**config.mk**
```make
export PLATFORM = sky130hd
export DESIGN_NAME = motion_core
export DESIGN_NICKNAME = d
export VERILOG_FILES = /design/src/verilog/motion_pkg.sv /design/src/verilog/key_if.sv /design/src/verilog/step_if.sv /design/src/verilog/key_decode.sv /design/src/verilog/motion_execute.sv /design/src/verilog/position_result.sv /design/src/verilog/motion_core.sv
export SDC_FILE = /design/constraint.sdc
export NUM_CORES = 1
export LEC_CHECK = 0
export CAP_MARGIN = 10
export CORE_MARGIN = 4
export CORE_UTILIZATION = 55
export DETAILED_ROUTE_END_ITERATION = 16
export DONT_BUFFER_PORTS = 1
export PLACE_DENSITY = 0.8
export REMOVE_ABC_BUFFERS = 1
export SYNTH_ARGS = -nofsm -noshare
export SYNTH_HDL_FRONTEND = slang
export SYNTH_HIERARCHICAL = 1
export SYNTH_SLANG_ARGS = --single-unit
```
**constraint.sdc**
```tcl
create_clock -name clk -period 3.2 [get_ports clk]
set_input_delay 0 -clock clk [delete_from_list [all_inputs] [get_ports clk]]
set_output_delay 0 -clock clk [all_outputs]
set_load 0.1 [all_outputs]
```
**src/verilog/motion_pkg.sv**
```systemverilog
package motion_pkg;

    // screen coordinates, y grows downward
    typedef logic [9:0] pos_x_t;
    typedef logic [8:0] pos_y_t;

    // received keyboard scan code
    typedef logic [7:0] scan_code_t;

    // physics counters and timer values
    typedef logic [9:0] timer_t;

    // scan codes of the keys the engine reacts to
    // jump
    localparam scan_code_t KEY_W = 8'h1D;
    // walk left
    localparam scan_code_t KEY_A = 8'h1C;
    // walk right
    localparam scan_code_t KEY_D = 8'h23;
    // back to spawn
    localparam scan_code_t KEY_R = 8'h2D;

    // clocks per game tick
    localparam timer_t TICK_DIV = 10'd8;

    // horizontal counter limit, one pixel every MOVE_PERIOD + 1 ticks
    localparam timer_t MOVE_PERIOD = 10'd75;

    // jump timer, slows down while rising
    localparam timer_t JUMP_START = 10'd25;
    localparam timer_t JUMP_END = 10'd50;

    // fall timer, speeds up while falling
    localparam timer_t FALL_START = 10'd50;
    localparam timer_t FALL_MIN = 10'd20;

    // pixels between speed changes
    localparam timer_t SPEED_STEPS = 10'd24;

    // timer change per speed change
    localparam timer_t SPEED_DELTA = 10'd5;

    // restart position
    localparam pos_x_t SPAWN_X = 10'd0;
    localparam pos_y_t SPAWN_Y = 9'd357;

endpackage

```
**src/verilog/key_if.sv**
```systemverilog
`timescale 1ns/1ps

interface key_if;

    // keys currently held down
    logic held_w;
    logic held_a;
    logic held_d;

    // single cycle pulse on the restart make code
    logic restart;

    modport source (
        output held_w,
        output held_a,
        output held_d,
        output restart
    );

    modport sink (
        input held_w,
        input held_a,
        input held_d,
        input restart
    );

endinterface

```
**src/verilog/step_if.sv**
```systemverilog
`timescale 1ns/1ps

interface step_if;

    // one pixel step pulses
    logic step_left;
    logic step_right;
    logic step_up;
    logic step_down;

    // player flags
    logic facing_right;
    logic airborne;
    logic moving;

    // restart forwarded from the key decoder
    logic restart;

    modport source (
        output step_left, step_right, step_up, step_down,
        output facing_right, airborne, moving,
        output restart
    );

    modport sink (
        input step_left, step_right, step_up, step_down,
        input facing_right, airborne, moving,
        input restart
    );

endinterface

```
**src/verilog/key_decode.sv**
```systemverilog
`timescale 1ns/1ps

module key_decode (
    input  logic                   clk,
    input  logic                   rst_i,
    input  logic                   key_req_i,
    input  motion_pkg::scan_code_t key_code_i,
    input  logic                   key_break_i,
    output logic                   key_ack_o,
    key_if.source                  keys_o
);

    logic ack_q;
    logic accept;
    logic held_w_q;
    logic held_a_q;
    logic held_d_q;
    logic restart_q;

    // new event: req high while ack still low
    assign accept = key_req_i && !ack_q;

    // four-phase handshake
    always_ff @(posedge clk) begin
        if (rst_i) begin
            ack_q <= 1'b0;
        end else if (accept) begin
            ack_q <= 1'b1;
        end else if (!key_req_i) begin
            // sender has released req
            ack_q <= 1'b0;
        end
    end

    // held keys follow make and break codes of the same key
    always_ff @(posedge clk) begin
        restart_q <= 1'b0;
        if (rst_i) begin
            held_w_q <= 1'b0;
            held_a_q <= 1'b0;
            held_d_q <= 1'b0;
        end else if (accept) begin
            case (key_code_i)
                motion_pkg::KEY_W: begin
                    held_w_q <= !key_break_i;
                end
                motion_pkg::KEY_A: begin
                    held_a_q <= !key_break_i;
                end
                motion_pkg::KEY_D: begin
                    held_d_q <= !key_break_i;
                end
                motion_pkg::KEY_R: begin
                    // only the make code restarts
                    restart_q <= !key_break_i;
                end
                default: begin
                end
            endcase
        end
    end

    assign key_ack_o = ack_q;

    assign keys_o.held_w = held_w_q;
    assign keys_o.held_a = held_a_q;
    assign keys_o.held_d = held_d_q;
    assign keys_o.restart = restart_q;

endmodule

```
**src/verilog/motion_execute.sv**
```systemverilog
`timescale 1ns/1ps

module motion_execute (
    input  logic  clk,
    input  logic  rst_i,
    key_if.sink   keys_i,
    input  logic  coll_down_i,
    input  logic  coll_up_i,
    input  logic  coll_right_i,
    input  logic  coll_left_i,
    step_if.source steps_o
);

    motion_pkg::timer_t tick_cnt;
    motion_pkg::timer_t left_cnt;
    motion_pkg::timer_t right_cnt;
    motion_pkg::timer_t up_cnt;
    motion_pkg::timer_t down_cnt;
    motion_pkg::timer_t jump_timer;
    motion_pkg::timer_t fall_timer;
    motion_pkg::timer_t jump_steps;
    motion_pkg::timer_t fall_steps;

    logic tick;
    logic jumping;
    logic jump_now;
    logic step_left_q;
    logic step_right_q;
    logic step_up_q;
    logic step_down_q;
    logic facing_q;
    logic airborne_q;
    logic moving_q;

    // game tick, one cycle in every TICK_DIV
    assign tick = (tick_cnt == motion_pkg::TICK_DIV - 1'b1);

    always_ff @(posedge clk) begin
        if (rst_i || keys_i.restart || tick) begin
            tick_cnt <= '0;
        end else begin
            tick_cnt <= tick_cnt + 1'b1;
        end
    end

    // horizontal walk, left wins only when right is not held
    always_ff @(posedge clk) begin
        step_left_q <= 1'b0;
        step_right_q <= 1'b0;
        if (rst_i) begin
            left_cnt <= '0;
            right_cnt <= '0;
            facing_q <= 1'b0;
            moving_q <= 1'b0;
        end else if (keys_i.restart) begin
            left_cnt <= '0;
            right_cnt <= '0;
        end else if (tick) begin
            if (keys_i.held_a && !keys_i.held_d && !coll_left_i) begin
                facing_q <= 1'b0;
                moving_q <= 1'b1;
                if (left_cnt < motion_pkg::MOVE_PERIOD) begin
                    left_cnt <= left_cnt + 1'b1;
                end else begin
                    left_cnt <= '0;
                    step_left_q <= 1'b1;
                end
            end else if (keys_i.held_d && !coll_right_i) begin
                facing_q <= 1'b1;
                moving_q <= 1'b1;
                if (right_cnt < motion_pkg::MOVE_PERIOD) begin
                    right_cnt <= right_cnt + 1'b1;
                end else begin
                    right_cnt <= '0;
                    step_right_q <= 1'b1;
                end
            end else begin
                moving_q <= 1'b0;
            end
        end
    end

    // jump state for this tick, end of rise checked before a new start
    always_comb begin
        jump_now = jumping;
        if (coll_up_i || jump_timer >= motion_pkg::JUMP_END) begin
            jump_now = 1'b0;
        end else if (keys_i.held_w && coll_down_i) begin
            jump_now = 1'b1;
        end
    end

    // vertical motion
    always_ff @(posedge clk) begin
        step_up_q <= 1'b0;
        step_down_q <= 1'b0;
        if (rst_i || keys_i.restart) begin
            jumping <= 1'b0;
            up_cnt <= '0;
            down_cnt <= '0;
            jump_timer <= motion_pkg::JUMP_START;
            fall_timer <= motion_pkg::FALL_START;
            jump_steps <= '0;
            fall_steps <= '0;
            if (rst_i) begin
                airborne_q <= 1'b0;
            end
        end else if (tick) begin
            jumping <= jump_now;
            airborne_q <= !coll_down_i;
            if (jump_now) begin
                // rising, slower every SPEED_STEPS pixels
                fall_timer <= motion_pkg::FALL_START;
                fall_steps <= '0;
                if (jump_steps == motion_pkg::SPEED_STEPS) begin
                    jump_timer <= jump_timer + motion_pkg::SPEED_DELTA;
                    jump_steps <= '0;
                end else if (up_cnt < jump_timer) begin
                    up_cnt <= up_cnt + 1'b1;
                end else begin
                    up_cnt <= '0;
                    step_up_q <= 1'b1;
                    jump_steps <= jump_steps + 1'b1;
                end
            end else begin
                jump_timer <= motion_pkg::JUMP_START;
                jump_steps <= '0;
                up_cnt <= '0;
                if (!coll_down_i) begin
                    // falling, faster every SPEED_STEPS pixels
                    if (fall_steps == motion_pkg::SPEED_STEPS) begin
                        if (fall_timer > motion_pkg::FALL_MIN + motion_pkg::SPEED_DELTA) begin
                            fall_timer <= fall_timer - motion_pkg::SPEED_DELTA;
                        end else begin
                            fall_timer <= motion_pkg::FALL_MIN;
                        end
                        fall_steps <= '0;
                    end else if (down_cnt < fall_timer) begin
                        down_cnt <= down_cnt + 1'b1;
                    end else begin
                        down_cnt <= '0;
                        step_down_q <= 1'b1;
                        fall_steps <= fall_steps + 1'b1;
                    end
                end else begin
                    // landed
                    fall_timer <= motion_pkg::FALL_START;
                    fall_steps <= '0;
                    down_cnt <= '0;
                end
            end
        end
    end

    assign steps_o.step_left = step_left_q;
    assign steps_o.step_right = step_right_q;
    assign steps_o.step_up = step_up_q;
    assign steps_o.step_down = step_down_q;
    assign steps_o.facing_right = facing_q;
    assign steps_o.airborne = airborne_q;
    assign steps_o.moving = moving_q;
    assign steps_o.restart = keys_i.restart;

endmodule

```
**src/verilog/position_result.sv**
```systemverilog
`timescale 1ns/1ps

module position_result (
    input  logic               clk,
    input  logic               rst_i,
    step_if.sink               steps_i,
    output motion_pkg::pos_x_t pos_x_o,
    output motion_pkg::pos_y_t pos_y_o,
    output logic               facing_right_o,
    output logic               airborne_o,
    output logic               moving_o
);

    motion_pkg::pos_x_t pos_x_q;
    motion_pkg::pos_y_t pos_y_q;

    // one pixel per step, held at the screen edges
    always_ff @(posedge clk) begin
        if (rst_i || steps_i.restart) begin
            pos_x_q <= motion_pkg::SPAWN_X;
            pos_y_q <= motion_pkg::SPAWN_Y;
        end else begin
            if (steps_i.step_left && pos_x_q != '0) begin
                pos_x_q <= pos_x_q - 1'b1;
            end else if (steps_i.step_right && pos_x_q != '1) begin
                pos_x_q <= pos_x_q + 1'b1;
            end
            // up is toward row zero
            if (steps_i.step_up && pos_y_q != '0) begin
                pos_y_q <= pos_y_q - 1'b1;
            end else if (steps_i.step_down && pos_y_q != '1) begin
                pos_y_q <= pos_y_q + 1'b1;
            end
        end
    end

    always_ff @(posedge clk) begin
        if (rst_i) begin
            facing_right_o <= 1'b0;
            airborne_o <= 1'b0;
            moving_o <= 1'b0;
        end else begin
            facing_right_o <= steps_i.facing_right;
            airborne_o <= steps_i.airborne;
            moving_o <= steps_i.moving;
        end
    end

    assign pos_x_o = pos_x_q;
    assign pos_y_o = pos_y_q;

endmodule

```
**src/verilog/motion_core.sv**
```systemverilog
`timescale 1ns/1ps

module motion_core (
    input  logic                   clk,
    input  logic                   rst_i,

    // key events, four-phase req/ack
    input  logic                   key_req_i,
    input  motion_pkg::scan_code_t key_code_i,
    input  logic                   key_break_i,
    output logic                   key_ack_o,

    // collisions from the map engine
    input  logic                   coll_down_i,
    input  logic                   coll_up_i,
    input  logic                   coll_right_i,
    input  logic                   coll_left_i,

    // player state
    output motion_pkg::pos_x_t     pos_x_o,
    output motion_pkg::pos_y_t     pos_y_o,
    output logic                   facing_right_o,
    output logic                   airborne_o,
    output logic                   moving_o
);

    key_if  u_key_if ();
    step_if u_step_if ();

    key_decode u_key_decode (
        .clk         (clk),
        .rst_i       (rst_i),
        .key_req_i   (key_req_i),
        .key_code_i  (key_code_i),
        .key_break_i (key_break_i),
        .key_ack_o   (key_ack_o),
        .keys_o      (u_key_if.source)
    );

    motion_execute u_motion_execute (
        .clk          (clk),
        .rst_i        (rst_i),
        .keys_i       (u_key_if.sink),
        .coll_down_i  (coll_down_i),
        .coll_up_i    (coll_up_i),
        .coll_right_i (coll_right_i),
        .coll_left_i  (coll_left_i),
        .steps_o      (u_step_if.source)
    );

    position_result u_position_result (
        .clk            (clk),
        .rst_i          (rst_i),
        .steps_i        (u_step_if.sink),
        .pos_x_o        (pos_x_o),
        .pos_y_o        (pos_y_o),
        .facing_right_o (facing_right_o),
        .airborne_o     (airborne_o),
        .moving_o       (moving_o)
    );

endmodule

```
Yosys cells after proc, flatten, opt, wreduce, memory -nomap -nowiden
Cells that the tools add are included.
{ "classes": {"n_addsub": 13, "multipliers": 0, "div_mod_pow": 0, "n_lt_le_gt_ge": 6, "n_eq_ne": 15, "shift": 0, "muxes": 40, "bitwise_logic": 7, "n_reduce_logical": 44} }
{ "op_table": {"columns": ["cell", "count"], "rows": [
  ["$mux W10", 23],
  ["$add A10 B1 Y10 const B", 8],
  ["$eq A10 B5 Y1 const B", 2],
  ["$lt A10 B10 Y1", 2],
  ["$lt A10 B7 Y1 const B", 2],
  ["$reduce_and A2 Y1", 10],
  ["$mux W9", 2],
  ["$eq A8 B5 Y1 const B", 2],
  ["$eq A8 B6 Y1 const B", 2],
  ["$mux W1", 15],
  ["$add A10 B3 Y10 const B", 1],
  ["$eq A10 B3 Y1 const B", 1],
  ["$ge A10 B6 Y1 const B", 1],
  ["$gt A10 B5 Y1 const B", 1],
  ["$ne A10 B10 Y1 const B", 1],
  ["$reduce_bool A10 Y1", 1],
  ["$reduce_or A5 Y1", 2],
  ["$sub A10 B1 Y10 const B", 1],
  ["$sub A10 B3 Y10 const B", 1],
  ["$add A9 B1 Y9 const B", 1],
  ["$logic_and A1 B1 Y1", 9],
  ["$ne A9 B9 Y1 const B", 1],
  ["$reduce_and A3 Y1", 3],
  ["$reduce_bool A9 Y1", 1],
  ["13 further kinds", 32]
]} }
{ "totals": {"register_bits": 125, "latchBits": 0, "ram_bits": 0, "romBits": 0, "out_inout_bits": 23, "mem_count": 0} }

Depth between registers and ports, before layout
{ "depth": {"ltp_word": 5, "mapped_depth": 10, "ltp_nobuf": 10} }

Cells and area by module
The synthesis kept the hierarchy.
{ "by_module_without_submodules": {"columns": ["module", "instances", "cells_per_inst", "area_per_inst_um2"], "rows": [
  ["motion_execute", 1, 621, 5147.4],
  ["position_result", 1, 175, 1520.2],
  ["key_decode", 1, 26, 269.0]
]} }

Worst setup path before layout
OpenSTA, ideal clock, no wires.
{ "synth_path": {"path_kind": "register -> register", "from": "register u_position_result.pos_y_q[3] (netlist: u_position_result/pos_y_o[3])", "to": "register u_position_result.pos_y_q[8] (netlist: u_position_result/pos_y_o[8])", "arrival_time_ns": 3.264, "required_ns": 3.067, "path_slack_ns": -0.196, "stages_incl_launch_ff": 10, "path_buffers": 0, "synth_period_minus_slack_ns": 3.396, "path_cell_list": "dfxtp_1 > nor4_1 > a31oi_1 > ha_1 > a21o_1 > a221oi_1 > o21ai_0 > mux2i_1 > xor2_1 > nand2_1"} }
{ "synth_between": {"elab_chain_cells": 3} }
{ "synth_rtl": {"columns": ["item", "line", "rtl"], "rows": [
  ["start, declared", "position_result.sv:15", "motion_pkg::pos_y_t pos_y_q;"],
  ["start signal, assigned", "position_result.sv:21", "pos_y_q <= motion_pkg::SPAWN_Y;"],
  ["start signal, assigned", "position_result.sv:30", "pos_y_q <= pos_y_q - 1'b1;"],
  ["start signal, assigned", "position_result.sv:32", "pos_y_q <= pos_y_q + 1'b1;"],
  ["$add A9 B1 Y9 (tied with other cells)", "position_result.sv:32", null],
  ["$mux W9 (tied with other cells)", "position_result.sv:31", "end else if (steps_i.step_down && pos_y_q != '1) begin"],
  ["$mux W9 or $reduce_bool A2 Y1 (tied branches)", null, null]
]} }
Parallel ways exist; a longest one is shown, timed or not. The select of a mux whose other input is x is not followed.
A chain may end at the register's enable or synchronous reset.

Final worst setup path
{ "layout_path": {"from": "register u_position_result.pos_x_q[5] (netlist: u_position_result/pos_x_o[5])", "to": "register u_position_result.pos_x_q[7] (netlist: u_position_result/pos_x_o[7])"} }
{ "layout_between": {"elab_chain_cells": 3} }
{ "layout_rtl": {"columns": ["item", "line", "rtl"], "rows": [
  ["start, declared", "position_result.sv:14", "motion_pkg::pos_x_t pos_x_q;"],
  ["start signal, assigned", "position_result.sv:20", "pos_x_q <= motion_pkg::SPAWN_X;"],
  ["start signal, assigned", "position_result.sv:24", "pos_x_q <= pos_x_q - 1'b1;"],
  ["start signal, assigned", "position_result.sv:26", "pos_x_q <= pos_x_q + 1'b1;"],
  ["$add A10 B1 Y10 (tied with other cells)", "position_result.sv:26", null],
  ["$mux W10 (tied with other cells)", "position_result.sv:25", "end else if (steps_i.step_right && pos_x_q != '1) begin"],
  ["$mux W10 or $reduce_bool A2 Y1 (tied branches)", null, null]
]} }
Parallel ways exist; a longest one is shown, timed or not. The select of a mux whose other input is x is not followed.

==> run summary <==
Startpoint Class - flip-flop
stages on the worst setup path - 10
Setup crit end kind - flip-flop
Worst R2R Start - u_position_result/pos_x_o[5]
Worst Setup Path Type - reg2reg
Clock transition at path regs - 60 ps
GPL Wtd Cong - 0.852
most numerous cell in the Yosys netlist - dfxtp_1
RSZ-0062 raised after global routing - no
met1 WL - 7410 um
Die X - 120 um
Area Growth Syn to Fin - 15.7%
critical path fanouts, max - 10
vias in the first global route - 5,829
Sink Count - 125
Fillers - 982
clock skew - 7.44 ps
crit path max-delay cell type - or4b_1
Slew Limit Fails - 0
number of max-cap violations - 0
Synth top area share - 0.358
Max-slew headroom - 0.324
hold depth - 3
Hold Violations, Final - 0
via count - 6,132
fraction of layout cells with a size suffix above 1 - 0.101
Die Ht - 120 um
Net Sw Frac - 0.215
PwrDens - 459 nW/um^2
Psw - 794 uW
CTS Buf Count - 17
period utilization - 0.892
nets - 925
share of power burned in registers - 0.429
R2R depth - 10
# diodes - 0
status - completed
area of the core - 12,200 sq um
initial core utilization - 0.570
Util after Layout - 0.660
first-pass GRT wire length - 27,300 um
reg-to-reg setup timing slack - 350 ps
Synth Flop Type - dfxtp_1
routed length per instance - 15.3 um
Root Driver - clkbuf_16
hold path startpoint - coll_down_i
fmax - 350 MHz
WL met2 - 7330 um
static leakage - 0.00314 uW
Crit path buffers/inverters - 1
DRT antenna net count - 0
GRT Overall Usage - 0.229
internal power - 2890 uW
Comb power frac - 0.024
I/O pins - 39
initial antenna violation count - 0
area of the multi-input gates - 4200 sq um
H-tree levels - 4
FF+latch count, synth - 125
pre-CTS WS - 380 ps
met3 wire length - 902 um
largest net degree at the start of global routing - 23
Synthesis Warnings - 6
post-route setup slack - 345 ps
TritonCTS clock tree - built
clock network power share - 0.546
Die Area - 14,500 sq um
Peak VDD IR - 0.376 mV
setup bufs post-CTS - 0
total grt overflow - 0
# DRC - 0
Post-synth top cells - 124 x dfxtp_1, 103 x nor2_1, 70 x nand2_1
Hold Path Sink - u_motion_execute/fall_timer[4]
CP cell instances - nor4_1, a31o_2, inv_1, ha_1, and2_4, a311oi_2, a21boi_1, or4b_1, nand4_1, o211a_1
register area share after synthesis - 0.362
RR Endpoint - u_position_result/pos_x_o[7]
Arr. time, crit path - 3220 ps
Total Wirelength - 15,900 um
DR top layer - met4
Critical Path Max Stage Delay - 470 ps
crit path time final - 2850 ps
synth unique cells - 78
row count - 40
family with the most delay on the worst path - simple AND/OR/NAND/NOR gates
Cells after Synth - 822
Clock Tree Buf Depth - 2
storage element area - 2510 sq um
Worst-Skew Late Latency - 420 ps
synthesized area - 6940 sq um
Avg Vias per Cell - 5.88
worst slew pin tran - 989 ps
asr flop ratio synth - 0
drt pass-1 iters - 8
dominant cell type by area after synthesis - dfxtp_1
Detailed Place HPWL - 10,800 um
port bufs - 0
WP data required - 3560 ps
Initial DRC Count - 504
final setup fails - 0
Avg Inst Size Synth - 8.44 sq um
EDFF count, synth - 1
Synth area leaders - dfxtp_1 36%, ha_1 8.3%, nor2_1 5.6%, a21oi_1 4.1%, nand2_1 3.8%
Tightest Hold Check Type - in2reg
cell usage in the layout (no fill, tap or decap), types with 12 or more instances in the layout:
cell           instances
nand3_1               27
a21oi_1               57
nor3_1                18
nor4_1                13
o21ai_0               43
nand4_1               27
clkbuf_16             18
dfxtp_1              124
xnor2_1               27
and3_1                16
xor2_1                24
nor2_1               103
dlygate4sd3_1         13
ha_1                  46
inv_1                 36
or3_1                 12
mux2i_1               16
buf_4                 29
nand2_1               70
how the worst max path moves through the flow:
stage	to	slack, ps	from
4_1_cts	u_position_result/pos_x_o[7]	320	u_position_result/pos_x_o[5]
6_report	u_position_result/pos_x_o[7]	350	u_position_result/pos_x_o[5]
5_1_grt	u_position_result/pos_x_o[7]	100	u_position_result/pos_x_o[5]
3_3_place_gp	u_position_result/pos_x_o[7]	400	u_position_result/pos_x_o[5]
2_1_floorplan	u_position_result/pos_y_o[8]	-200	u_position_result/pos_y_o[3]
3_5_place_dp	u_position_result/pos_x_o[7]	380	u_position_result/pos_x_o[5]
worst register-to-register path, delay by kind of cell, from the launching register on:
family | cells | cell delay [ps]
AO/OA/AOI/OAI | 4 | 800
buffers and inverters | 1 | 180
AND/OR/NAND/NOR | 4 | 1090
adder cells (fa/ha/maj) | 1 | 420
flip-flops | 1 | 310
through the flow:
step	setup TNS (ps)	total power [uW]	hold slack, ps	cell area, sq um	instances
2_1_floorplan	-350	1670	64.6	6840	800
3_3_place_gp	0	1690	68.5	7270	997
3_5_place_dp	0	1690	69.2	7270	997
4_1_cts	0	3710	27.9	8030	1042
5_1_grt	0	3790	102	8030	1042
6_report	0	3690	52.9	8030	1042
power by group through the flow:
stage               sequential [uW]  clock [uW]  combinational (uW)
global route                   1580        2110                98.3
CTS                            1580        2040                87.3
floorplan                      1620           0                48.4
detailed placement             1620           0                75.5
global placement               1620           0                74.4
finish                         1580        2010                89.7
layer usage:
metal	global-route usage	up-vias
li1	-	3074
met1	0.299	2859
met2	0.368	175
met3	0.0674	24
met4	0.0666	0
met5	0	-
timing repair:
action / CTS / global route
hold buffers: 13 / 0
resized for setup: 0 / 0
hold endpoints to repair: 50 / 0
sequential cells by signal, summed over array words and instances (netlist names), 9 cells and up:
name                         count
u_motion_execute/down_cnt       10
u_motion_execute/fall_steps     10
u_motion_execute/fall_timer     10
u_motion_execute/jump_steps     10
u_motion_execute/jump_timer     10
u_motion_execute/left_cnt       10
u_motion_execute/right_cnt      10
u_motion_execute/tick_cnt       10
u_motion_execute/up_cnt         10
u_position_result/pos_x_o       10
u_position_result/pos_y_o        9
layout make-up:
cell class                      instances  area share
Multi-Input combinational cell        639       0.523
Sequential cell                       125       0.313
Clock buffer                           20      0.0583
Timing Repair Buffer                   42      0.0433
Tap cell                              168      0.0262
Clock inverter                         12      0.0199
Inverter                               36      0.0168
kinds of logic (layout without fill, tap and decap cells):
group,after synthesis,after routing,synth area share
buf+inv,58,110,0.0330
xor+xnor,51,51,0.0644
mux,17,17,0.0247
fa+ha+maj,48,48,0.0887
simple gates,348,348,0.264
flops,125,125,0.362
compound gates,175,175,0.163
Power figures use the tool's default switching activity.
